===== src/logic/execPkg.sv =====
// shared widths, vector typedefs, instruction kind enum, opcode and condition codes, memory depth
package execPkg;

   // datapath and register file sizes
   localparam int dataWidth = 16;
   localparam int numRegs = 8;
   localparam int regIdxWidth = $clog2(numRegs);

   // data RAM depth, indexed by the low address bits
   localparam int memWords = 256;
   localparam int memIdxWidth = $clog2(memWords);

   typedef logic [dataWidth-1:0] wordT;
   typedef logic [regIdxWidth-1:0] regIdxT;
   typedef logic [memIdxWidth-1:0] memIdxT;
   typedef logic [2:0] aluOpT;
   typedef logic [2:0] condT;
   typedef logic [1:0] fwdSelT;

   // pc distance to the following instruction
   localparam wordT pcStep = 16'd2;

   // alu operations, shift amount taken from b[3:0]
   localparam aluOpT opAdd = 3'd0;
   localparam aluOpT opSub = 3'd1;
   localparam aluOpT opAnd = 3'd2;
   localparam aluOpT opOr = 3'd3;
   localparam aluOpT opXor = 3'd4;
   localparam aluOpT opShl = 3'd5;
   localparam aluOpT opShr = 3'd6;
   localparam aluOpT opSra = 3'd7;

   // signed conditions on a minus b
   localparam condT condEq = 3'd0;
   localparam condT condNe = 3'd1;
   localparam condT condLt = 3'd2;
   localparam condT condGe = 3'd3;
   localparam condT condLe = 3'd4;
   localparam condT condGt = 3'd5;

   // operand source in execute
   localparam fwdSelT fwdNone = 2'd0;
   localparam fwdSelT fwdMem = 2'd1;
   localparam fwdSelT fwdWb = 2'd2;

   typedef enum logic [2:0] {
      kAlu, kAluImm, kSet, kBranch, kJal, kJumpReg, kLoad, kStore
   } kindT;

endpackage


===== src/logic/stageIf.sv =====
// pipeline stage result bundle with producer and consumer views
`timescale 1ns/1ps
interface stageIf;

   // one-cycle strobe per instruction, other fields qualified by it
   logic valid;
   execPkg::kindT kind;

   // destination register and whether this kind writes it
   execPkg::regIdxT destReg;
   logic writes;

   // alu or link result, load data after the memory stage
   execPkg::wordT result;

   // memory address and store data
   execPkg::wordT addr;
   execPkg::wordT storeData;

   // stage that registers the bundle
   modport src (
      output valid,
      output kind,
      output destReg,
      output writes,
      output result,
      output addr,
      output storeData
   );

   // stages and units that look at it
   modport dst (
      input valid,
      input kind,
      input destReg,
      input writes,
      input result,
      input addr,
      input storeData
   );

endinterface


===== src/logic/regFile.sv =====
// eight-entry register file, two read ports, one write port with write-through bypass
`timescale 1ns/1ps
module regFile (
   input  logic            clk,
   input  logic            rstN,
   input  execPkg::regIdxT rdIdxA,
   input  execPkg::regIdxT rdIdxB,
   output execPkg::wordT   rdDataA,
   output execPkg::wordT   rdDataB,
   stageIf.dst             wb
);

   execPkg::wordT regs [execPkg::numRegs];
   logic wrEn;

   // only writing kinds update the file
   assign wrEn = wb.valid && wb.writes;

   always_ff @(posedge clk or negedge rstN) begin
      if (!rstN) begin
         for (int i = 0; i < execPkg::numRegs; i++) begin
            regs[i] <= '0;
         end
      end else if (wrEn) begin
         regs[wb.destReg] <= wb.result;
      end
   end

   // same-cycle write wins over the stored value
   // this covers the distance-3 dependency
   assign rdDataA = (wrEn && (wb.destReg == rdIdxA)) ? wb.result : regs[rdIdxA];
   assign rdDataB = (wrEn && (wb.destReg == rdIdxB)) ? wb.result : regs[rdIdxB];

endmodule


===== src/flat_wrapper.sv =====
// flat-port wrapper written by rule: the top's interface ports become plain ports
module regFile_flat 
  (clk, rstN, rdIdxA, rdIdxB, rdDataA, rdDataB, wb_valid, wb_kind, wb_destReg, wb_writes, wb_result, wb_addr, wb_storeData);
  stageIf wb_i ();
  input  logic clk;
  input  logic rstN;
  input  execPkg::regIdxT rdIdxA;
  input  execPkg::regIdxT rdIdxB;
  output execPkg::wordT rdDataA;
  output execPkg::wordT rdDataB;
  input wire logic [$bits(wb_i.valid)-1:0] wb_valid;
  input wire logic [$bits(wb_i.kind)-1:0] wb_kind;
  input wire logic [$bits(wb_i.destReg)-1:0] wb_destReg;
  input wire logic [$bits(wb_i.writes)-1:0] wb_writes;
  input wire logic [$bits(wb_i.result)-1:0] wb_result;
  input wire logic [$bits(wb_i.addr)-1:0] wb_addr;
  input wire logic [$bits(wb_i.storeData)-1:0] wb_storeData;
  assign wb_i.valid = wb_valid;
  assign wb_i.kind = wb_kind;
  assign wb_i.destReg = wb_destReg;
  assign wb_i.writes = wb_writes;
  assign wb_i.result = wb_result;
  assign wb_i.addr = wb_addr;
  assign wb_i.storeData = wb_storeData;
  regFile u_core (.clk(clk), .rstN(rstN), .rdIdxA(rdIdxA), .rdIdxB(rdIdxB), .rdDataA(rdDataA), .rdDataB(rdDataB), .wb(wb_i));
endmodule

===== config.mk =====
export PLATFORM = sky130hd
export DESIGN_NAME = regFile_flat
export DESIGN_NICKNAME = d
export VERILOG_FILES = /design/src/logic/execPkg.sv /design/src/logic/stageIf.sv /design/src/logic/regFile.sv /design/src/flat_wrapper.sv
export SDC_FILE = /design/constraint.sdc
export NUM_CORES = 1
export LEC_CHECK = 0
export BUFFER_PORTS_ARGS = -buffer_cell sky130_fd_sc_hd__buf_2
export CORE_MARGIN = 2
export CORE_UTILIZATION = 50
export CTS_CLUSTER_SIZE = 28
export DETAILED_ROUTE_END_ITERATION = 12
export HOLD_SLACK_MARGIN = 0.02
export PLACE_DENSITY = 0.76
export REMOVE_ABC_BUFFERS = 1
export SLEW_MARGIN = 20
export SYNTH_ARGS = -nofsm -noshare
export SYNTH_HDL_FRONTEND = slang
export SYNTH_SLANG_ARGS = --single-unit

===== constraint.sdc =====
create_clock -name clk -period 3 [get_ports clk]
set_input_delay 0.45 -clock clk [delete_from_list [all_inputs] [get_ports clk]]
set_output_delay 0.45 -clock clk [all_outputs]
set_load 0.02 [all_outputs]

==> results_dict.tcl <==
set metrics [dict create \
    worstSetupPathType "primary input to primary output" \
    largest_reg_flops 128 \
    timing.fmax_mhz 387 \
    dr.pass1.iters 6 \
    ys_ff_latch 128 \
    synth_area_per_cell_um2 16.6 \
    nFillCells 1083 \
    drv_cap 0 \
    grt_pass1_wl_mm 26.5 \
    hold_viol 0 \
    ys_seq_area_share_pct 42.3 \
    wire_per_inst_um 24.2 \
    grt_usage_pct 22.4 \
    rsz0062_at_grt "no" \
    antenna_found_initial 0 \
    fin_setup_tns_ns 0 \
    cp.arrival_ns 2.14 \
    synthCells 456 \
    drtAntennaViolNets 0 \
    cts_tree "built" \
    clkPwrFrac_pct 35.2 \
    p_int_mw 4.57 \
    end_kind "primary output" \
    period_needed_ns 2.59 \
    die_x_um 127 \
    max-vdd-ir-drop_mv 0.637 \
    power_density_mw_per_mm2 718 \
    status "completed" \
    fp.coreArea_mm2 0.0146 \
    sequentialPowerShare_pct 38.6 \
    setup_viol 0 \
    numCtsBuffers 17 \
    clk_pin_slew_ns 0.05 \
    dieHeight_um 127 \
    fin_skew_ns 0 \
    worst_pin_slew_ns 1.06 \
    drt-initial-drc-count 265 \
    start_kind "primary input" \
    slew_headroom_pct 29.1 \
    postCtsSetupRepairBufs 0 \
    start_util_pct 51.7 \
    slew_violations 0 \
    top_regs "u_core.regs (128)" \
    synth_warnings 0 \
    min_path_type "primary input to flop" \
    switchingPower_mw 1.65 \
    synth_area_mm2 0.00757 \
    vias 4361 \
    area_growth_pct 14.4 \
    fin_cells 701 \
    nets 568 \
    period_share_pct 86.2 \
    post-dp-hpwl_mm 10.1 \
    drc 0 \
    p_leak_nw 3.94 \
    combPwrFrac_pct 26.2 \
    diodes 0 \
    place.gp.congestion 0.752 \
    dp.cells 668 \
    cts_root_buffer "clkbuf_16" \
    grt_max_degree 64 \
    row_count 44 \
    clock_sinks 128 \
    required_ns 2.55 \
    die-area_mm2 0.0161 \
    overflow 0 \
    routed_wl_mm 16.9 \
    port_buffers 60 \
    synthDistinctLibCells 22 \
    max-clock-path-buffers 2 \
    p_sw_share_pct 26.5 \
    vias_per_cell 6.22 \
    clock_latency_ns 0.42 \
    regMostFlops "u_core.regs" \
    h-tree-depth 4 \
    worstPathMaxFanout 33 \
    drive_gt1_share_pct 56.1 \
    io_pins 96 \
    grt_pass1_vias 4698 \
]
## through the flow
step	setup WS [ns]	power (mW)	hold slack (ns)	utilization (%)	area (um^2)
finish	0.414	6.22	0.375	59.2	8660
detailed placement	0.408	4.06	0.432	54.7	8020
CTS	0.403	6.28	0.350	59.2	8660
floorplan	0.955	3.56	0.154	-	7270
global route	0.364	6.51	0.378	59.2	8660
global placement	0.435	3.95	0.428	54.7	8020
## logic make-up after synthesis
family	after synthesis	synth area share [%]
simple gates	16	1.26
mux	256	51.8
xor+xnor	6	0.694
buf+inv	50	3.95
flops	128	42.3
## per-layer routing
| metal | track usage, % | share of wire [%] | vias up |
|---|---|---|---|
| met5 | 0 | 0 | - |
| met4 | 7.50 | 1.7 | 0 |
| li1 | - | - | 1900 |
| met3 | 5.32 | 4.4 | 22 |
| met1 | 27.4 | 41 | 2319 |
| met2 | 39.5 | 53 | 120 |
## path summary, 6_finish.rpt
path,slack (ns),from,cells after the start,to
worst max-delay path,0.41,rdIdxA[0],6,rdDataA[12]
worst min-delay path,0.38,wb_result[6],2,u_core.regs[118]
worst max register to register,2.18,u_core.regs[19],1,u_core.regs[19]
worst min register to register,0.50,u_core.regs[126],1,u_core.regs[126]
max in group asynchronous,1.69,rstN,3,u_core.regs[52]
min in group asynchronous,0.53,rstN,2,u_core.regs[0]
## synthesized netlist by cell type
master	n	area, um^2
buf_2	9	45.0
mux2_1	20	225
or3_1	2	12.5
nand4_2	2	25.0
buf_12	2	40.0
buf_4	2	15.0
buf_1	16	60.1
clkbuf_1	15	56.3
buf_8	4	60.1
nand2b_1	2	12.5
mux2_2	146	1640
mux2_4	26	390
nor2_1	6	22.5
buf_6	2	22.5
mux4_2	6	135
mux4_1	58	1520
nand2_1	1	3.75
nand3b_1	1	7.51
xnor2_1	6	52.6
and2_1	1	6.26
nand3_1	1	5.00
dfrtp_1	128	3200
## power by group through the flow
stage	combinational [mW]	sequential (mW)	clock, mW
after CTS	1.65	2.40	2.23
after floorplan	1.24	2.32	0
after global placement	1.59	2.36	0
after detailed placement	1.64	2.42	0
final	1.63	2.40	2.19
after global routing	1.75	2.46	2.30
## worst max-delay path, stage by stage
cell and delay [ns]:
buf_2 0.10, buf_12 0.25, mux4_1 0.60, mux2_2 0.28, mux2_4 0.27, buf_2 0.16
## final cells by class
class | count | area (um^2) | area share, %
repair buffers | 79 | 523 | 6.04
clock inverters | 8 | 125 | 1.44
clock buffers | 24 | 512 | 5.91
well taps | 184 | 230 | 2.66
flip-flops and latches | 128 | 3200 | 37.0
multi-input cells | 278 | 4070 | 47.0
## cells in the final DEF, fill, tap and decap left out, drive strengths merged
master,n
and2,1
buf,78
bufinv,3
clkbuf,24
clkinv,1
clkinvlp,4
dfrtp,128
dlygate4sd3,1
mux2,192
mux4,64
nand2,1
nand2b,2
nand3,1
nand3b,1
nand4,2
nor2,6
or3,2
xnor2,6
## timing repair
action                    in CTS  in global routing
hold endpoints to repair      33                  0
resized for setup              0                  0
hold buffers                   1                  0
(Power assumes the default switching activity.)
