===== src/logic/execPkg.sv =====
// shared widths, vector typedefs, instruction kind enum, opcode and condition codes, memory depth
package execPkg;

   // datapath and register file sizes
   localparam int dataWidth = 16;
   localparam int numRegs = 8;
   localparam int regIdxWidth = $clog2(numRegs);

   // data RAM depth, indexed by the low address bits
   localparam int memWords = 256;
   localparam int memIdxWidth = $clog2(memWords);

   typedef logic [dataWidth-1:0] wordT;
   typedef logic [regIdxWidth-1:0] regIdxT;
   typedef logic [memIdxWidth-1:0] memIdxT;
   typedef logic [2:0] aluOpT;
   typedef logic [2:0] condT;
   typedef logic [1:0] fwdSelT;

   // pc distance to the following instruction
   localparam wordT pcStep = 16'd2;

   // alu operations, shift amount taken from b[3:0]
   localparam aluOpT opAdd = 3'd0;
   localparam aluOpT opSub = 3'd1;
   localparam aluOpT opAnd = 3'd2;
   localparam aluOpT opOr = 3'd3;
   localparam aluOpT opXor = 3'd4;
   localparam aluOpT opShl = 3'd5;
   localparam aluOpT opShr = 3'd6;
   localparam aluOpT opSra = 3'd7;

   // signed conditions on a minus b
   localparam condT condEq = 3'd0;
   localparam condT condNe = 3'd1;
   localparam condT condLt = 3'd2;
   localparam condT condGe = 3'd3;
   localparam condT condLe = 3'd4;
   localparam condT condGt = 3'd5;

   // operand source in execute
   localparam fwdSelT fwdNone = 2'd0;
   localparam fwdSelT fwdMem = 2'd1;
   localparam fwdSelT fwdWb = 2'd2;

   typedef enum logic [2:0] {
      kAlu, kAluImm, kSet, kBranch, kJal, kJumpReg, kLoad, kStore
   } kindT;

endpackage


===== src/logic/stageIf.sv =====
// pipeline stage result bundle with producer and consumer views
`timescale 1ns/1ps
interface stageIf;

   // one-cycle strobe per instruction, other fields qualified by it
   logic valid;
   execPkg::kindT kind;

   // destination register and whether this kind writes it
   execPkg::regIdxT destReg;
   logic writes;

   // alu or link result, load data after the memory stage
   execPkg::wordT result;

   // memory address and store data
   execPkg::wordT addr;
   execPkg::wordT storeData;

   // stage that registers the bundle
   modport src (
      output valid,
      output kind,
      output destReg,
      output writes,
      output result,
      output addr,
      output storeData
   );

   // stages and units that look at it
   modport dst (
      input valid,
      input kind,
      input destReg,
      input writes,
      input result,
      input addr,
      input storeData
   );

endinterface


===== src/logic/forwardUnit.sv =====
// operand forwarding select from later stages, with load-use hazard check
`timescale 1ns/1ps
module forwardUnit (
   input  logic            clk,
   input  logic            rstN,
   input  execPkg::regIdxT exSrcA,
   input  execPkg::regIdxT exSrcB,
   input  logic            exValid,
   input  execPkg::kindT   exKind,
   stageIf.dst             exMem,
   stageIf.dst             memWb,
   output execPkg::fwdSelT fwdA,
   output execPkg::fwdSelT fwdB
);

   logic memHitA, memHitB;
   logic wbHitA, wbHitB;
   logic usesA, usesB;
   logic loadUse;

   // a producer counts only while valid and writing
   assign memHitA = exValid && exMem.valid && exMem.writes && (exMem.destReg == exSrcA);
   assign memHitB = exValid && exMem.valid && exMem.writes && (exMem.destReg == exSrcB);
   assign wbHitA = exValid && memWb.valid && memWb.writes && (memWb.destReg == exSrcA);
   assign wbHitB = exValid && memWb.valid && memWb.writes && (memWb.destReg == exSrcB);

   // newer instruction in exMem has priority
   assign fwdA = memHitA ? execPkg::fwdMem : (wbHitA ? execPkg::fwdWb : execPkg::fwdNone);
   assign fwdB = memHitB ? execPkg::fwdMem : (wbHitB ? execPkg::fwdWb : execPkg::fwdNone);

   // which sources the kind in execute actually reads
   assign usesA = (exKind != execPkg::kJal);
   assign usesB = (exKind == execPkg::kAlu) || (exKind == execPkg::kSet) ||
                  (exKind == execPkg::kStore);

   // load data is not ready until memWb, so exMem holds only its address
   assign loadUse = (exMem.kind == execPkg::kLoad) &&
                    ((usesA && memHitA) || (usesB && memHitB));

   // issuer must leave a gap after a load before its consumer
   aLoadUse: assert property (@(posedge clk) disable iff (!rstN) !loadUse)
      else $error("load-use at distance 1 on r%0d", exMem.destReg);

endmodule


===== src/flat_wrapper.sv =====
// flat-port wrapper written by rule: the top's interface ports become plain ports
module forwardUnit_flat 
  (clk, rstN, exSrcA, exSrcB, exValid, exKind, fwdA, fwdB, exMem_valid, exMem_kind, exMem_destReg, exMem_writes, exMem_result, exMem_addr, exMem_storeData, memWb_valid, memWb_kind, memWb_destReg, memWb_writes, memWb_result, memWb_addr, memWb_storeData);
  stageIf exMem_i ();
  stageIf memWb_i ();
  input  logic clk;
  input  logic rstN;
  input  execPkg::regIdxT exSrcA;
  input  execPkg::regIdxT exSrcB;
  input  logic exValid;
  input  execPkg::kindT exKind;
  output execPkg::fwdSelT fwdA;
  output execPkg::fwdSelT fwdB;
  input wire logic [$bits(exMem_i.valid)-1:0] exMem_valid;
  input wire logic [$bits(exMem_i.kind)-1:0] exMem_kind;
  input wire logic [$bits(exMem_i.destReg)-1:0] exMem_destReg;
  input wire logic [$bits(exMem_i.writes)-1:0] exMem_writes;
  input wire logic [$bits(exMem_i.result)-1:0] exMem_result;
  input wire logic [$bits(exMem_i.addr)-1:0] exMem_addr;
  input wire logic [$bits(exMem_i.storeData)-1:0] exMem_storeData;
  input wire logic [$bits(memWb_i.valid)-1:0] memWb_valid;
  input wire logic [$bits(memWb_i.kind)-1:0] memWb_kind;
  input wire logic [$bits(memWb_i.destReg)-1:0] memWb_destReg;
  input wire logic [$bits(memWb_i.writes)-1:0] memWb_writes;
  input wire logic [$bits(memWb_i.result)-1:0] memWb_result;
  input wire logic [$bits(memWb_i.addr)-1:0] memWb_addr;
  input wire logic [$bits(memWb_i.storeData)-1:0] memWb_storeData;
  assign exMem_i.valid = exMem_valid;
  assign exMem_i.kind = exMem_kind;
  assign exMem_i.destReg = exMem_destReg;
  assign exMem_i.writes = exMem_writes;
  assign exMem_i.result = exMem_result;
  assign exMem_i.addr = exMem_addr;
  assign exMem_i.storeData = exMem_storeData;
  assign memWb_i.valid = memWb_valid;
  assign memWb_i.kind = memWb_kind;
  assign memWb_i.destReg = memWb_destReg;
  assign memWb_i.writes = memWb_writes;
  assign memWb_i.result = memWb_result;
  assign memWb_i.addr = memWb_addr;
  assign memWb_i.storeData = memWb_storeData;
  forwardUnit u_core (.clk(clk), .rstN(rstN), .exSrcA(exSrcA), .exSrcB(exSrcB), .exValid(exValid), .exKind(exKind), .exMem(exMem_i), .memWb(memWb_i), .fwdA(fwdA), .fwdB(fwdB));
endmodule

===== config.mk =====
export PLATFORM = sky130hd
export DESIGN_NAME = forwardUnit_flat
export DESIGN_NICKNAME = d
export VERILOG_FILES = /design/src/logic/execPkg.sv /design/src/logic/stageIf.sv /design/src/logic/forwardUnit.sv /design/src/flat_wrapper.sv
export SDC_FILE = /design/constraint.sdc
export NUM_CORES = 1
export LEC_CHECK = 0
export BUFFER_PORTS_ARGS = -buffer_cell sky130_fd_sc_hd__buf_2
export CORE_AREA = 2 2 49 51
export DETAILED_ROUTE_END_ITERATION = 10
export DIE_AREA = 0 0 51 53
export GPL_TIMING_DRIVEN = 0
export PLACE_DENSITY = 0.71
export SLEW_MARGIN = 0
export SYNTH_ARGS = -nofsm -noshare
export SYNTH_HDL_FRONTEND = slang
export SYNTH_SLANG_ARGS = --single-unit

===== constraint.sdc =====
create_clock -name vclk -period 1.71
set_input_delay 0.171 -clock vclk [all_inputs]
set_output_delay 0.171 -clock vclk [all_outputs]
set_load 0.005 [all_outputs]

==> results of run 1 <==
-- how the worst min path moves through the flow --
stage	start	to	slack [ns]	depth (start not counted)
floorplan	exSrcB[0]	fwdB[1]	0.47	3
global placement	memWb_valid	fwdA[1]	0.70	4
detailed placement	memWb_valid	fwdA[1]	0.70	4
CTS	memWb_valid	fwdA[1]	0.70	4
global route	memWb_valid	fwdA[1]	0.73	4
finish	memWb_valid	fwdA[1]	0.70	4
-- kinds of logic after synthesis --
logic type	count (synthesis)	synth area share
buffers and inverters	2	0.0827
XOR/XNOR	12	0.579
AND/OR/NAND/NOR	8	0.338
-- critical path, stage by stage --
cell,delay (ns)
buf_2,0.11
xor2_1,0.16
nor4_2,0.35
buf_4,0.16
buf_2,0.10
-- layout make-up --
class              instances  share of cell area
repair buffers            21               0.327
plain buffers              2              0.0467
multi-input cells         20               0.518
well taps                 28               0.109
-- metal layers --
metal	GRT usage	up-vias	part of all wire
met2	0.0974	9	0.61
met5	0	-	0
met4	0	0	0
met1	0.0556	102	0.34
li1	-	117	-
met3	0	0	0.051
-- layout by cell type (no fill, tap or decap), drive strengths merged --
master  count
nand3       2
nand2       2
xnor2       4
nor4        4
xor2        8
buf        23
-- power by group through the flow --
stage / logic (mW) / clock network (mW) / registers (mW)
2_1_floorplan: 0.0300 / 0 / 0
3_3_place_gp: 0.0621 / 0 / 0
3_5_place_dp: 0.0640 / 0 / 0
4_1_cts: 0.0640 / 0 / 0
5_1_grt: 0.0708 / 0 / 0
6_report: 0.0633 / 0 / 0
-- per-stage QoR --
step	util	instances	area, sq um	total power, mW
2_1_floorplan	-	22	181	0.0300
3_3_place_gp	0.150	71	322	0.0621
3_5_place_dp	0.150	71	322	0.0640
4_1_cts	0.150	71	322	0.0640
5_1_grt	0.150	71	322	0.0708
6_report	0.150	71	322	0.0633
==> flow_metrics.env, run 1 <==
export IMPL_status="completed"
export IMPL_startpoint="exSrcA[2]"
export IMPL_critical_path_class="in2out"
export IMPL_intPower_uw=32.1
export IMPL_slew_headroom=0.795
export IMPL_ios=128
export IMPL_synthCells=22
export IMPL_area_delta_synth_final_pct=77.2
export IMPL_synth_area_top_cells="xor2_1, nor4_2, xnor2_1"
export IMPL_hold_class="in2out"
export IMPL_core_sq_um=2150
export IMPL_clkbuf_count=0
export IMPL_crit_path_max_fanout=2
export IMPL_drive_gt1_frac=0.605
export IMPL_syn_area_sq_um=181
export IMPL_dieArea_sq_um=2700
export IMPL_io_buffer_count=21
export IMPL_drt_wl_total_um=625
export IMPL_dieWidth_um=51
export IMPL_multi_input_area_sq_um=166
export IMPL_rows=17
export IMPL_cap_viol_max_count=0
export IMPL_p_sw_frac=0.493
export IMPL_p_leak_nw=0.151
export IMPL_rsz0062_at_grt="no"
export IMPL_yosysMostFrequentCell="xor2_1"
export IMPL_holdWs_ns=0.700
export IMPL_grt_pass1_wl_um=959
export IMPL_fin_ws_ns=0.479
export IMPL_cts_setup_buffers=0
export IMPL_synth_top_area_frac=0.386
export IMPL_finalNetCount=169
export IMPL_ff_latch_area_sq_um=0
export IMPL_n_fill_cell=244
export IMPL_timing_fmax_mhz=813
export IMPL_wire_per_inst_um=8.80
export IMPL_overflow=0
export IMPL_fin_crit_sh=0.720
export IMPL_synth_area_per_cell_sq_um=8.25
export IMPL_p_per_area_nw_per_um2=197
export IMPL_die_h_um=53
export IMPL_yosysSeqAreaShare=0
export IMPL_yosys_warnings=0
export IMPL_seq_cells=0
export IMPL_first_pass_iters=4
export IMPL_fin_tns_setup_ns=0
export IMPL_track_usage=0.0466
export IMPL_cp_endpoint="fwdA[0]"
export IMPL_ir_drop_uv=69.9
export IMPL_cp_arrival_ns=1.06
export IMPL_drc=0
export IMPL_start_util=0.0844
export IMPL_endpoint_kind="output pin"
export IMPL_p_sw_uw=31.2
export IMPL_place_gp_congestion=0.652
export IMPL_synth_nets=146
export IMPL_drt_iter0_markers=2
export IMPL_setup_viol=0
export IMPL_critPathLaunchType="primary input"
export IMPL_hold_viol=0
export IMPL_vias=228
export IMPL_yosys_area_top_type="xor2_1"
export IMPL_ys_types=7
export IMPL_required_ns=1.54
export IMPL_finalMaxSlewViolations=0
export IMPL_synth_common_cells="xor2_1, xnor2_1, nor4_2"
export IMPL_ctsResizeCount=0
export IMPL_ant_nets=0
export IMPL_hold_buffers=0
export IMPL_diodes=0
export IMPL_combPwrFrac=1.000
export IMPL_grt_max_degree=3
export IMPL_worstMarginPinSlew_ns=0.305
export IMPL_clockPowerShare=0
export IMPL_grt_antenna_before_repair=0
export IMPL_vias_per_cell=3.21
export IMPL_layout_min_cycle_time_ns=1.23
export IMPL_dp_worst_setup_slack_ns=0.469
export IMPL_power_frac_seq=0
export IMPL_grt_pass1_vias=225
Power figures use the tool's default switching activity.
==> run 2, diff against run 1 <==
- PLACE_DENSITY: 0.71 -> 0.74
- clock period: 1.71 -> 1.1 ns (I/O delays scaled with it)
==> run 2 against run 1 <==
Effect of this change: sequential share of layout area did not move; sequential cell count did not move; non-clock buffer count did not move; critical path depth did not move; first-iteration DRC count fell by 50%; total power rose by 81%; die area did not move; global-route usage rose by 0.48 points; cell area rose by 17%; count of clock-buffer cells in the layout did not move.
==> flow_metrics.env, run 2 (synthesized netlist as in run 1, its figures left out) <==
export IMPL_status="completed"
export IMPL_endpoint_kind="output pin"
export IMPL_p_leak_nw=0.164
export IMPL_hold_path_cell_count=5
export IMPL_ff_latch_area_sq_um=0
export IMPL_drt_wl_total_um=697
export IMPL_area_delta_synth_final_pct=107
export IMPL_p_per_area_nw_per_um2=305
export IMPL_io_buffer_count=21
export IMPL_overflow=0
export IMPL_rsz0062_at_grt="yes"
export IMPL_timing_fmax_mhz=935
export IMPL_crit_slowest_cell="nor4_2"
export IMPL_slew_headroom=0.802
export IMPL_layout_min_cycle_time_ns=1.07
export IMPL_hold_viol=0
export IMPL_drc=0
export IMPL_cp_common_cell="buf_6"
export IMPL_critPathLaunchType="primary input"
export IMPL_final_core_utilization=0.175
export IMPL_critPathTopFamily="buffers and inverters"
export IMPL_cp_slowest_stage_delay_ns=0.34
export IMPL_start_util=0.0844
export IMPL_vias_per_cell=3.21
export IMPL_diodes=0
export IMPL_ant_nets=0
export IMPL_setup_viol=0
export IMPL_track_usage=0.0514
export IMPL_clkbuf_count=0
export IMPL_cp_arrival_ns=0.96
export IMPL_die_h_um=53
export IMPL_core_sq_um=2150
export IMPL_fin_tns_setup_ns=0
export IMPL_grt_pass1_vias=241
export IMPL_fin_crit_sh=0.973
export IMPL_seq_cells=0
export IMPL_critical_path_class="in2out"
export IMPL_first_pass_iters=2
export IMPL_drive_gt1_frac=0.651
export IMPL_grt_max_degree=3
export IMPL_place_gp_congestion=0.776
export IMPL_crit_chain="buf_6 -> xor2_1 -> nor4_2 -> buf_4 -> buf_6"
export IMPL_ir_drop_uv=126
export IMPL_worstHoldStart="exSrcA[1]"
export IMPL_layout_commonest_cell="buf_2"
export IMPL_crit_path_max_fanout=2
export IMPL_required_ns=0.99
export IMPL_finalNetCount=169
export IMPL_ios=128
export IMPL_cts_setup_buffers=0
export IMPL_vias=228
export IMPL_hpwl_um=640
export IMPL_worstMarginPinSlew_ns=0.294
export IMPL_min_to="fwdA[1]"
export IMPL_final_cell_mix="buf_2, xor2_1, buf_6"
export IMPL_dieWidth_um=51
export IMPL_dieArea_sq_um=2700
export IMPL_drt_iter0_markers=1
export IMPL_finalMaxSlewViolations=0
export IMPL_rows=17
export IMPL_wire_per_inst_um=9.82
export IMPL_path_buf_inv=3
export IMPL_hold_class="in2out"
export IMPL_hold_buffers=0
export IMPL_grt_antenna_before_repair=0
export IMPL_grt_pass1_wl_um=1060
export IMPL_cap_viol_max_count=0
-- run 2: worst max-delay path by stage --
stage	slack, ns	endpoint	depth (start not counted)	startpoint
finish	0.03	fwdA[0]	5	exMem_destReg[1]
global route	-0.03	fwdA[0]	5	exMem_destReg[1]
CTS	0.007	fwdA[0]	5	exSrcA[1]
detailed placement	-0.01	fwdA[0]	5	exSrcA[2]
global placement	-0.01	fwdA[0]	5	exSrcA[2]
floorplan	0.25	fwdA[0]	3	exSrcA[2]
-- run 2: metal layers --
layer / vias up / track usage / share of wire
met2: 16 / 0.0779 / 0.41
met3: 0 / 0.00565 / 0.082
met5: - / 0 / 0
met4: 0 / 0.00450 / 0
met1: 96 / 0.0791 / 0.51
li1: 116 / - / -
-- run 2: where the power goes --
group	switching (mW)	leakage [nW]	internal [mW]
Clock	0	0	0
Sequential	0	0	0
Combinational	0.0515	0.164	0.0629
-- run 2: worst min-delay path, stage by stage --
cell     delay [ns]
buf_6          0.07
xnor2_1        0.06
nand2_1        0.08
nor4_2         0.04
buf_2          0.12
-- run 2: through the flow --
stage / cells / cell area, sq um / hold WS [ns] / setup slack, ns / power (mW)
2_1_floorplan: 22 / 181 / 0.344 / 0.250 / 0.0466
3_3_place_gp: 71 / 322 / 0.593 / -0.0106 / 0.0953
3_5_place_dp: 71 / 322 / 0.600 / -0.0128 / 0.0989
4_1_cts: 71 / 327 / 0.600 / 0.00731 / 0.101
5_1_grt: 71 / 375 / 0.628 / -0.0295 / 0.124
6_report: 71 / 375 / 0.592 / 0.0301 / 0.114
-- run 2: cell type report --
class / count / area [sq um]
multi-input cells: 20 / 179
repair buffers: 21 / 146
well taps: 28 / 35.0
fillers: 246 / 1770
plain buffers: 2 / 15.0
-- run 2: timing repair --
item                       CTS  global route
setup endpoints to repair    1             4
pin swaps                    1             5
gates resized for setup      1            10
