--- config.mk ---
export PLATFORM = sky130hd
export DESIGN_NAME = execStage_flat
export DESIGN_NICKNAME = d
export VERILOG_FILES = /design/src/logic/execPkg.sv /design/src/logic/stageIf.sv /design/src/logic/aluCore.sv /design/src/logic/branchCond.sv /design/src/logic/execStage.sv /design/src/flat_wrapper.sv
export SDC_FILE = /design/constraint.sdc
export NUM_CORES = 1
export LEC_CHECK = 0
export ABC_AREA = 1
export BUFFER_PORTS_ARGS = -buffer_cell sky130_fd_sc_hd__buf_2
export CORE_MARGIN = 10
export CORE_UTILIZATION = 45
export DETAILED_ROUTE_END_ITERATION = 10
export PLACE_DENSITY_LB_ADDON = 0.05
export SLEW_MARGIN = 20
export SYNTH_ARGS = -nofsm -noshare
export SYNTH_HDL_FRONTEND = slang
export SYNTH_HIERARCHICAL = 1
export SYNTH_SLANG_ARGS = --single-unit
export TNS_END_PERCENT = 20
--- constraint.sdc ---
create_clock -name clk -period 7.85 [get_ports clk]
set_input_delay 1.1775 -clock clk [delete_from_list [all_inputs] [get_ports clk]]
set_output_delay 1.1775 -clock clk [all_outputs]
set_load 0.01 [all_outputs]
--- src/logic/execPkg.sv ---
// shared widths, vector typedefs, instruction kind enum, opcode and condition codes, memory depth
package execPkg;

   // datapath and register file sizes
   localparam int dataWidth = 16;
   localparam int numRegs = 8;
   localparam int regIdxWidth = $clog2(numRegs);

   // data RAM depth, indexed by the low address bits
   localparam int memWords = 256;
   localparam int memIdxWidth = $clog2(memWords);

   typedef logic [dataWidth-1:0] wordT;
   typedef logic [regIdxWidth-1:0] regIdxT;
   typedef logic [memIdxWidth-1:0] memIdxT;
   typedef logic [2:0] aluOpT;
   typedef logic [2:0] condT;
   typedef logic [1:0] fwdSelT;

   // pc distance to the following instruction
   localparam wordT pcStep = 16'd2;

   // alu operations, shift amount taken from b[3:0]
   localparam aluOpT opAdd = 3'd0;
   localparam aluOpT opSub = 3'd1;
   localparam aluOpT opAnd = 3'd2;
   localparam aluOpT opOr = 3'd3;
   localparam aluOpT opXor = 3'd4;
   localparam aluOpT opShl = 3'd5;
   localparam aluOpT opShr = 3'd6;
   localparam aluOpT opSra = 3'd7;

   // signed conditions on a minus b
   localparam condT condEq = 3'd0;
   localparam condT condNe = 3'd1;
   localparam condT condLt = 3'd2;
   localparam condT condGe = 3'd3;
   localparam condT condLe = 3'd4;
   localparam condT condGt = 3'd5;

   // operand source in execute
   localparam fwdSelT fwdNone = 2'd0;
   localparam fwdSelT fwdMem = 2'd1;
   localparam fwdSelT fwdWb = 2'd2;

   typedef enum logic [2:0] {
      kAlu, kAluImm, kSet, kBranch, kJal, kJumpReg, kLoad, kStore
   } kindT;

endpackage

--- src/logic/stageIf.sv ---
// pipeline stage result bundle with producer and consumer views
`timescale 1ns/1ps
interface stageIf;

   // one-cycle strobe per instruction, other fields qualified by it
   logic valid;
   execPkg::kindT kind;

   // destination register and whether this kind writes it
   execPkg::regIdxT destReg;
   logic writes;

   // alu or link result, load data after the memory stage
   execPkg::wordT result;

   // memory address and store data
   execPkg::wordT addr;
   execPkg::wordT storeData;

   // stage that registers the bundle
   modport src (
      output valid,
      output kind,
      output destReg,
      output writes,
      output result,
      output addr,
      output storeData
   );

   // stages and units that look at it
   modport dst (
      input valid,
      input kind,
      input destReg,
      input writes,
      input result,
      input addr,
      input storeData
   );

endinterface

--- src/logic/aluCore.sv ---
// combinational 16-bit alu with zero, sign, overflow and carry flags
`timescale 1ns/1ps
module aluCore (
   input  execPkg::wordT  a,
   input  execPkg::wordT  b,
   input  execPkg::aluOpT op,
   output execPkg::wordT  result,
   output logic           zero,
   output logic           sign,
   output logic           ovf,
   output logic           carry
);

   logic [execPkg::dataWidth:0] sumExt;
   execPkg::wordT bAdj;
   logic isSub;
   logic [3:0] shamt;

   assign isSub = (op == execPkg::opSub);
   assign shamt = b[3:0];

   // subtract as a + ~b + 1, carry out means no borrow
   assign bAdj = isSub ? ~b : b;
   assign sumExt = {1'b0, a} + {1'b0, bAdj} + {{execPkg::dataWidth{1'b0}}, isSub};

   always_comb begin
      result = '0;
      carry = 1'b0;
      ovf = 1'b0;
      case (op)
         execPkg::opAdd, execPkg::opSub: begin
            result = sumExt[execPkg::dataWidth-1:0];
            carry = sumExt[execPkg::dataWidth];
            // operands of equal sign (after b inversion) giving a flipped sign
            ovf = (a[15] == bAdj[15]) && (sumExt[15] != a[15]);
         end
         execPkg::opAnd: result = a & b;
         execPkg::opOr: result = a | b;
         execPkg::opXor: result = a ^ b;
         execPkg::opShl: result = a << shamt;
         execPkg::opShr: result = a >> shamt;
         // arithmetic shift keeps the sign bit
         execPkg::opSra: result = execPkg::wordT'($signed(a) >>> shamt);
         default: result = '0;
      endcase
   end

   assign zero = (result == '0);
   assign sign = result[execPkg::dataWidth-1];

endmodule

--- src/logic/branchCond.sv ---
// signed condition evaluation from alu flags
`timescale 1ns/1ps
module branchCond (
   input  execPkg::condT cond,
   input  logic          zero,
   input  logic          sign,
   input  logic          ovf,
   output logic          taken
);

   logic lessThan;

   // true signed a < b after a subtraction
   assign lessThan = sign ^ ovf;

   always_comb begin
      case (cond)
         execPkg::condEq: taken = zero;
         execPkg::condNe: taken = !zero;
         execPkg::condLt: taken = lessThan;
         execPkg::condGe: taken = !lessThan;
         execPkg::condLe: taken = lessThan || zero;
         execPkg::condGt: taken = !lessThan && !zero;
         // unused codes never take
         default: taken = 1'b0;
      endcase
   end

endmodule

--- src/logic/execStage.sv ---
// execute stage: issue register, forwarding, alu, conditions, pc and link, exMem register
`timescale 1ns/1ps
module execStage (
   input  logic            clk,
   input  logic            rstN,
   input  logic            issueValid,
   input  execPkg::kindT   kind,
   input  execPkg::aluOpT  aluOp,
   input  execPkg::condT   cond,
   input  execPkg::regIdxT srcA,
   input  execPkg::regIdxT srcB,
   input  execPkg::regIdxT dst,
   input  execPkg::wordT   imm,
   input  execPkg::wordT   pc,
   input  execPkg::wordT   rdDataA,
   input  execPkg::wordT   rdDataB,
   input  execPkg::fwdSelT fwdA,
   input  execPkg::fwdSelT fwdB,
   output execPkg::regIdxT exSrcA,
   output execPkg::regIdxT exSrcB,
   output logic            exValid,
   output execPkg::kindT   exKind,
   stageIf.dst             wbFwd,
   stageIf.src             exOut,
   output logic            redirectValid,
   output execPkg::wordT   redirectPc
);

   logic issValid;
   execPkg::kindT issKind;
   execPkg::aluOpT issAluOp;
   execPkg::condT issCond;
   execPkg::regIdxT issSrcA, issSrcB, issDst;
   execPkg::wordT issImm, issPc, issDataA, issDataB;

   execPkg::wordT opA, opB, aluB, aluRes, nextPc, target, result;
   execPkg::aluOpT aluOpSel;
   logic zero, sign, ovf, taken, redirect;

   // pick register data or a later-stage result
   function automatic execPkg::wordT pickOperand(input execPkg::fwdSelT sel,
                                                 input execPkg::wordT regVal,
                                                 input execPkg::wordT memVal,
                                                 input execPkg::wordT wbVal);
      case (sel)
         execPkg::fwdMem: return memVal;
         execPkg::fwdWb: return wbVal;
         default: return regVal;
      endcase
   endfunction

   always_ff @(posedge clk or negedge rstN) begin
      if (!rstN) begin
         issValid <= 1'b0;
      end else begin
         issValid <= issueValid;
      end
   end

   // issued fields, held until the next issue
   always_ff @(posedge clk) begin
      if (issueValid) begin
         issKind <= kind;
         issAluOp <= aluOp;
         issCond <= cond;
         issSrcA <= srcA;
         issSrcB <= srcB;
         issDst <= dst;
         issImm <= imm;
         issPc <= pc;
         issDataA <= rdDataA;
         issDataB <= rdDataB;
      end
   end

   assign exSrcA = issSrcA;
   assign exSrcB = issSrcB;
   assign exValid = issValid;
   assign exKind = issKind;

   // distance 1 reads back our own exMem register
   assign opA = pickOperand(fwdA, issDataA, exOut.result, wbFwd.result);
   assign opB = pickOperand(fwdB, issDataB, exOut.result, wbFwd.result);

   // b input and operation per kind, address kinds always add
   always_comb begin
      aluB = opB;
      aluOpSel = execPkg::opAdd;
      case (issKind)
         execPkg::kAlu: aluOpSel = issAluOp;
         execPkg::kAluImm: begin
            aluB = issImm;
            aluOpSel = issAluOp;
         end
         execPkg::kSet: aluOpSel = execPkg::opSub;
         // branch compares a against zero
         execPkg::kBranch: begin
            aluB = '0;
            aluOpSel = execPkg::opSub;
         end
         execPkg::kLoad, execPkg::kStore, execPkg::kJumpReg: aluB = issImm;
         default: aluOpSel = execPkg::opAdd;
      endcase
   end

   aluCore aluCore_i (
      .a(opA),
      .b(aluB),
      .op(aluOpSel),
      .result(aluRes),
      .zero(zero),
      .sign(sign),
      .ovf(ovf),
      .carry()
   );

   branchCond branchCond_i (
      .cond(issCond),
      .zero(zero),
      .sign(sign),
      .ovf(ovf),
      .taken(taken)
   );

   // pc-relative target and link value
   assign nextPc = issPc + execPkg::pcStep;
   assign target = nextPc + issImm;

   always_comb begin
      case (issKind)
         execPkg::kSet: result = {{(execPkg::dataWidth-1){1'b0}}, taken};
         execPkg::kJal: result = nextPc;
         default: result = aluRes;
      endcase
   end

   assign redirect = issValid && ((issKind == execPkg::kBranch && taken) ||
                                  issKind == execPkg::kJal ||
                                  issKind == execPkg::kJumpReg);

   always_ff @(posedge clk or negedge rstN) begin
      if (!rstN) begin
         exOut.valid <= 1'b0;
         redirectValid <= 1'b0;
      end else begin
         exOut.valid <= issValid;
         redirectValid <= redirect;
      end
   end

   // payload follows valid, no clear needed
   always_ff @(posedge clk) begin
      if (issValid) begin
         exOut.kind <= issKind;
         exOut.destReg <= issDst;
         exOut.writes <= !(issKind == execPkg::kBranch || issKind == execPkg::kStore ||
                           issKind == execPkg::kJumpReg);
         exOut.result <= result;
         exOut.addr <= aluRes;
         exOut.storeData <= opB;
         // jumpReg goes to a plus imm, the rest to next plus imm
         redirectPc <= (issKind == execPkg::kJumpReg) ? aluRes : target;
      end
   end

   aKnownIssue: assert property (@(posedge clk) disable iff (!rstN)
      issValid |-> !$isunknown({issKind, issAluOp}))
      else $error("unknown kind or alu op in execute");

endmodule

--- src/flat_wrapper.sv ---
// flat-port wrapper written by rule: the top's interface ports become plain ports
module execStage_flat 
  (clk, rstN, issueValid, kind, aluOp, cond, srcA, srcB, dst, imm, pc, rdDataA, rdDataB, fwdA, fwdB, exSrcA, exSrcB, exValid, exKind, redirectValid, redirectPc, wbFwd_valid, wbFwd_kind, wbFwd_destReg, wbFwd_writes, wbFwd_result, wbFwd_addr, wbFwd_storeData, exOut_valid, exOut_kind, exOut_destReg, exOut_writes, exOut_result, exOut_addr, exOut_storeData);
  stageIf wbFwd_i ();
  stageIf exOut_i ();
  input  logic clk;
  input  logic rstN;
  input  logic issueValid;
  input  execPkg::kindT kind;
  input  execPkg::aluOpT aluOp;
  input  execPkg::condT cond;
  input  execPkg::regIdxT srcA;
  input  execPkg::regIdxT srcB;
  input  execPkg::regIdxT dst;
  input  execPkg::wordT imm;
  input  execPkg::wordT pc;
  input  execPkg::wordT rdDataA;
  input  execPkg::wordT rdDataB;
  input  execPkg::fwdSelT fwdA;
  input  execPkg::fwdSelT fwdB;
  output execPkg::regIdxT exSrcA;
  output execPkg::regIdxT exSrcB;
  output logic exValid;
  output execPkg::kindT exKind;
  output logic redirectValid;
  output execPkg::wordT redirectPc;
  input wire logic [$bits(wbFwd_i.valid)-1:0] wbFwd_valid;
  input wire logic [$bits(wbFwd_i.kind)-1:0] wbFwd_kind;
  input wire logic [$bits(wbFwd_i.destReg)-1:0] wbFwd_destReg;
  input wire logic [$bits(wbFwd_i.writes)-1:0] wbFwd_writes;
  input wire logic [$bits(wbFwd_i.result)-1:0] wbFwd_result;
  input wire logic [$bits(wbFwd_i.addr)-1:0] wbFwd_addr;
  input wire logic [$bits(wbFwd_i.storeData)-1:0] wbFwd_storeData;
  output wire logic [$bits(exOut_i.valid)-1:0] exOut_valid;
  output wire logic [$bits(exOut_i.kind)-1:0] exOut_kind;
  output wire logic [$bits(exOut_i.destReg)-1:0] exOut_destReg;
  output wire logic [$bits(exOut_i.writes)-1:0] exOut_writes;
  output wire logic [$bits(exOut_i.result)-1:0] exOut_result;
  output wire logic [$bits(exOut_i.addr)-1:0] exOut_addr;
  output wire logic [$bits(exOut_i.storeData)-1:0] exOut_storeData;
  assign wbFwd_i.valid = wbFwd_valid;
  assign wbFwd_i.kind = wbFwd_kind;
  assign wbFwd_i.destReg = wbFwd_destReg;
  assign wbFwd_i.writes = wbFwd_writes;
  assign wbFwd_i.result = wbFwd_result;
  assign wbFwd_i.addr = wbFwd_addr;
  assign wbFwd_i.storeData = wbFwd_storeData;
  assign exOut_valid = exOut_i.valid;
  assign exOut_kind = exOut_i.kind;
  assign exOut_destReg = exOut_i.destReg;
  assign exOut_writes = exOut_i.writes;
  assign exOut_result = exOut_i.result;
  assign exOut_addr = exOut_i.addr;
  assign exOut_storeData = exOut_i.storeData;
  execStage u_core (.clk(clk), .rstN(rstN), .issueValid(issueValid), .kind(kind), .aluOp(aluOp), .cond(cond), .srcA(srcA), .srcB(srcB), .dst(dst), .imm(imm), .pc(pc), .rdDataA(rdDataA), .rdDataB(rdDataB), .fwdA(fwdA), .fwdB(fwdB), .exSrcA(exSrcA), .exSrcB(exSrcB), .exValid(exValid), .exKind(exKind), .wbFwd(wbFwd_i), .exOut(exOut_i), .redirectValid(redirectValid), .redirectPc(redirectPc));
endmodule
==> results.sh <==
export IMPL_status="complete, no violations"
export IMPL_syn_num_nets=1626
export IMPL_cp_max_fo=16
export IMPL_wire_per_inst_um=20.3
export IMPL_leakage_uw=0.00634
export IMPL_hold_buffers=0
export IMPL_syn_instance_count=1405
export IMPL_ant_nets=0
export IMPL_die_w_um=177
export IMPL_core_area_um2=24200
export IMPL_gp_congestion=0.976
export IMPL_fin_util_pct=53.5
export IMPL_crit_arrival_ns=6.29
export IMPL_mostFrequentLayoutCells="424 x nand2_1, 186 x buf_2, 175 x inv_1, 153 x edfxtp_1, 146 x nand3_1"
export IMPL_cts_tree="built"
export IMPL_use_met1_pct=30.3
export IMPL_grt_util_met3_pct=4.50
export IMPL_ir_drop_v=0.000177
export IMPL_h_tree_depth=4
export IMPL_min_period_ns=5.97
export IMPL_grt_pass1_vias=10000
export IMPL_grt_ovfl_total=0
export IMPL_cts_made_buffers=17
export IMPL_drive_gt1_share_pct=18.7
export IMPL_fp_dieH_um=177
export IMPL_dpl_hpwl_um=30900
export IMPL_via_per_inst=5.35
export IMPL_critPathLaunchType="input pin"
export IMPL_setup_violations=0
export IMPL_tns_ns=0
export IMPL_area_growth_pct=17.1
export IMPL_skew_ns=0.0159
export IMPL_drt_wl_total_um=39100
export IMPL_root_buffer="clkbuf_16"
export IMPL_min_period_over_period_pct=76.0
export IMPL_path_class="input pin to flop"
export IMPL_start_util_pct=45.7
export IMPL_cap_violations=0
export IMPL_first_iter_violations=1055
export IMPL_clkTransAtPathRegs_ns=0.07
export IMPL_dp_worst_setup_slack_ns=1.58
export IMPL_netlist_area_um2=11100
export IMPL_yosysWarningCount=6
export IMPL_rows=57
export IMPL_numPortBuffers=187
export IMPL_gr_max_usage_layer="met2"
export IMPL_grt_max_degree=75
export IMPL_die_area_um2=31300
export IMPL_floorplan_io_pins=228
export IMPL_layout_commonest_cell="nand2_1"
export IMPL_ctsResizeCount=0
export IMPL_slew_headroom_pct=25.8
export IMPL_num_vias=10300
export IMPL_timing_fmax_mhz=168
export IMPL_antenna_found_initial=2
export IMPL_final_nets=1813
export IMPL_maxSlewViolCount=0
export IMPL_cp_end_kind="flop"
export IMPL_reg2reg_slack_ns=2.46
export IMPL_worst_slew_pin_slew_ns=1.11
export IMPL_drc=0
export IMPL_cts_setup_buffers=0
export IMPL_finalWorstSetupSlack_ns=1.88
export IMPL_grt_pass1_wl_um=58300
export IMPL_clock_path_buffers=2
export IMPL_clock_sinks=156
export IMPL_drtPass1Iterations=6
export IMPL_clkLatencyLatePin_ns=0.43
export IMPL_required_ns=8.17
export IMPL_avgSynthCellArea_um2=7.89
export IMPL_final_hold_violation_count=0
export IMPL_rsz0062_at_grt="no"
export IMPL_use_met2_pct=40.9
export IMPL_hp_class="flop to flop"
export IMPL_grtUsageTotal_pct=24.7
export IMPL_power_density_nw_per_um2=259
## worst max-delay path: stages
cell and delay (ns):
buf_2 0.09, inv_1 0.04, ha_1 0.50, a21oi_1 0.09, a22oi_1 0.28, a32o_1 0.60
inv_1 0.45, xor2_1 0.29, ha_1 0.37, a21oi_1 0.20, nand2_1 0.15, o21ai_0 0.20
a21oi_1 0.08, nor3_2 0.31, nand3_2 0.11, nor2_2 0.11, nand2_1 0.06, nor2_1 0.19
a21oi_1 0.11, nand2_1 0.07, nand2_1 0.04, nor2_1 0.42, a31oi_1 0.15, a21boi_1 0.20
## routing by layer
metal / part of all wire, % / wire [µm]
met1: 41 / 15900
met2: 48 / 18700
met3: 7.1 / 2790
met4: 4.4 / 1730
met5: 0.033 / 13
## power breakdown
group,total [µW],switching [µW],internal (µW)
registers,1170,83.3,1080
logic,1370,929,440
clock network,822,371,451
total,3360,1380,1970
## path summary, 6_finish.rpt
kind,startpoint,to,depth (start not counted)
max in group asynchronous,rstN,u_core/exValid$_DFF_PN0_,1
worst min register to register,u_core/issDst[1]$_DFFE_PP_,u_core/exOut.destReg[1]$_DFFE_PP_,0
worst max-delay path,fwdB[0],u_core/redirectValid$_DFF_PN0_,24
worst max register to register,u_core/exKind[2]$_DFFE_PP_,u_core/redirectValid$_DFF_PN0_,26
worst min-delay path,u_core/issDst[1]$_DFFE_PP_,u_core/exOut.destReg[1]$_DFFE_PP_,0
min in group asynchronous,rstN,u_core/exOut.valid$_DFF_PN0_,1
## state kept, by name, indices dropped and copies added, names as in the netlist, 16 cells and up
| name | count |
|---|---|
| u_core/exOut.storeData | 16 |
| u_core/issImm | 16 |
| u_core/issDataB | 16 |
| u_core/issDataA | 16 |
| u_core/redirectPc | 16 |
| u_core/exOut.addr | 16 |
| u_core/exOut.result | 16 |
| u_core/issPc | 16 |
## final cells by class
cell class                      count  area [µm²]
Timing Repair Buffer              210        1110
Multi-Input combinational cell   1014        5470
Clock buffer                       18         429
Fill cell                        2391       11300
Sequential cell                   156        4670
Inverter                          193         732
Tap cell                          324         405
Antenna cell                        2        5.00
Clock inverter                     14         153
## through the flow
stage	hold WS (ns)	instance area, µm²	total power [µW]	instances
after CTS	0.423	13000	3360	1929
after floorplan	0.400	11100	2020	1405
after detailed placement	0.406	12400	2540	1897
after global placement	0.401	12400	2530	1897
final	0.421	13000	3360	1931
after global routing	0.443	13000	3560	1930
Note: power is estimated with default switching activity, not from simulation.
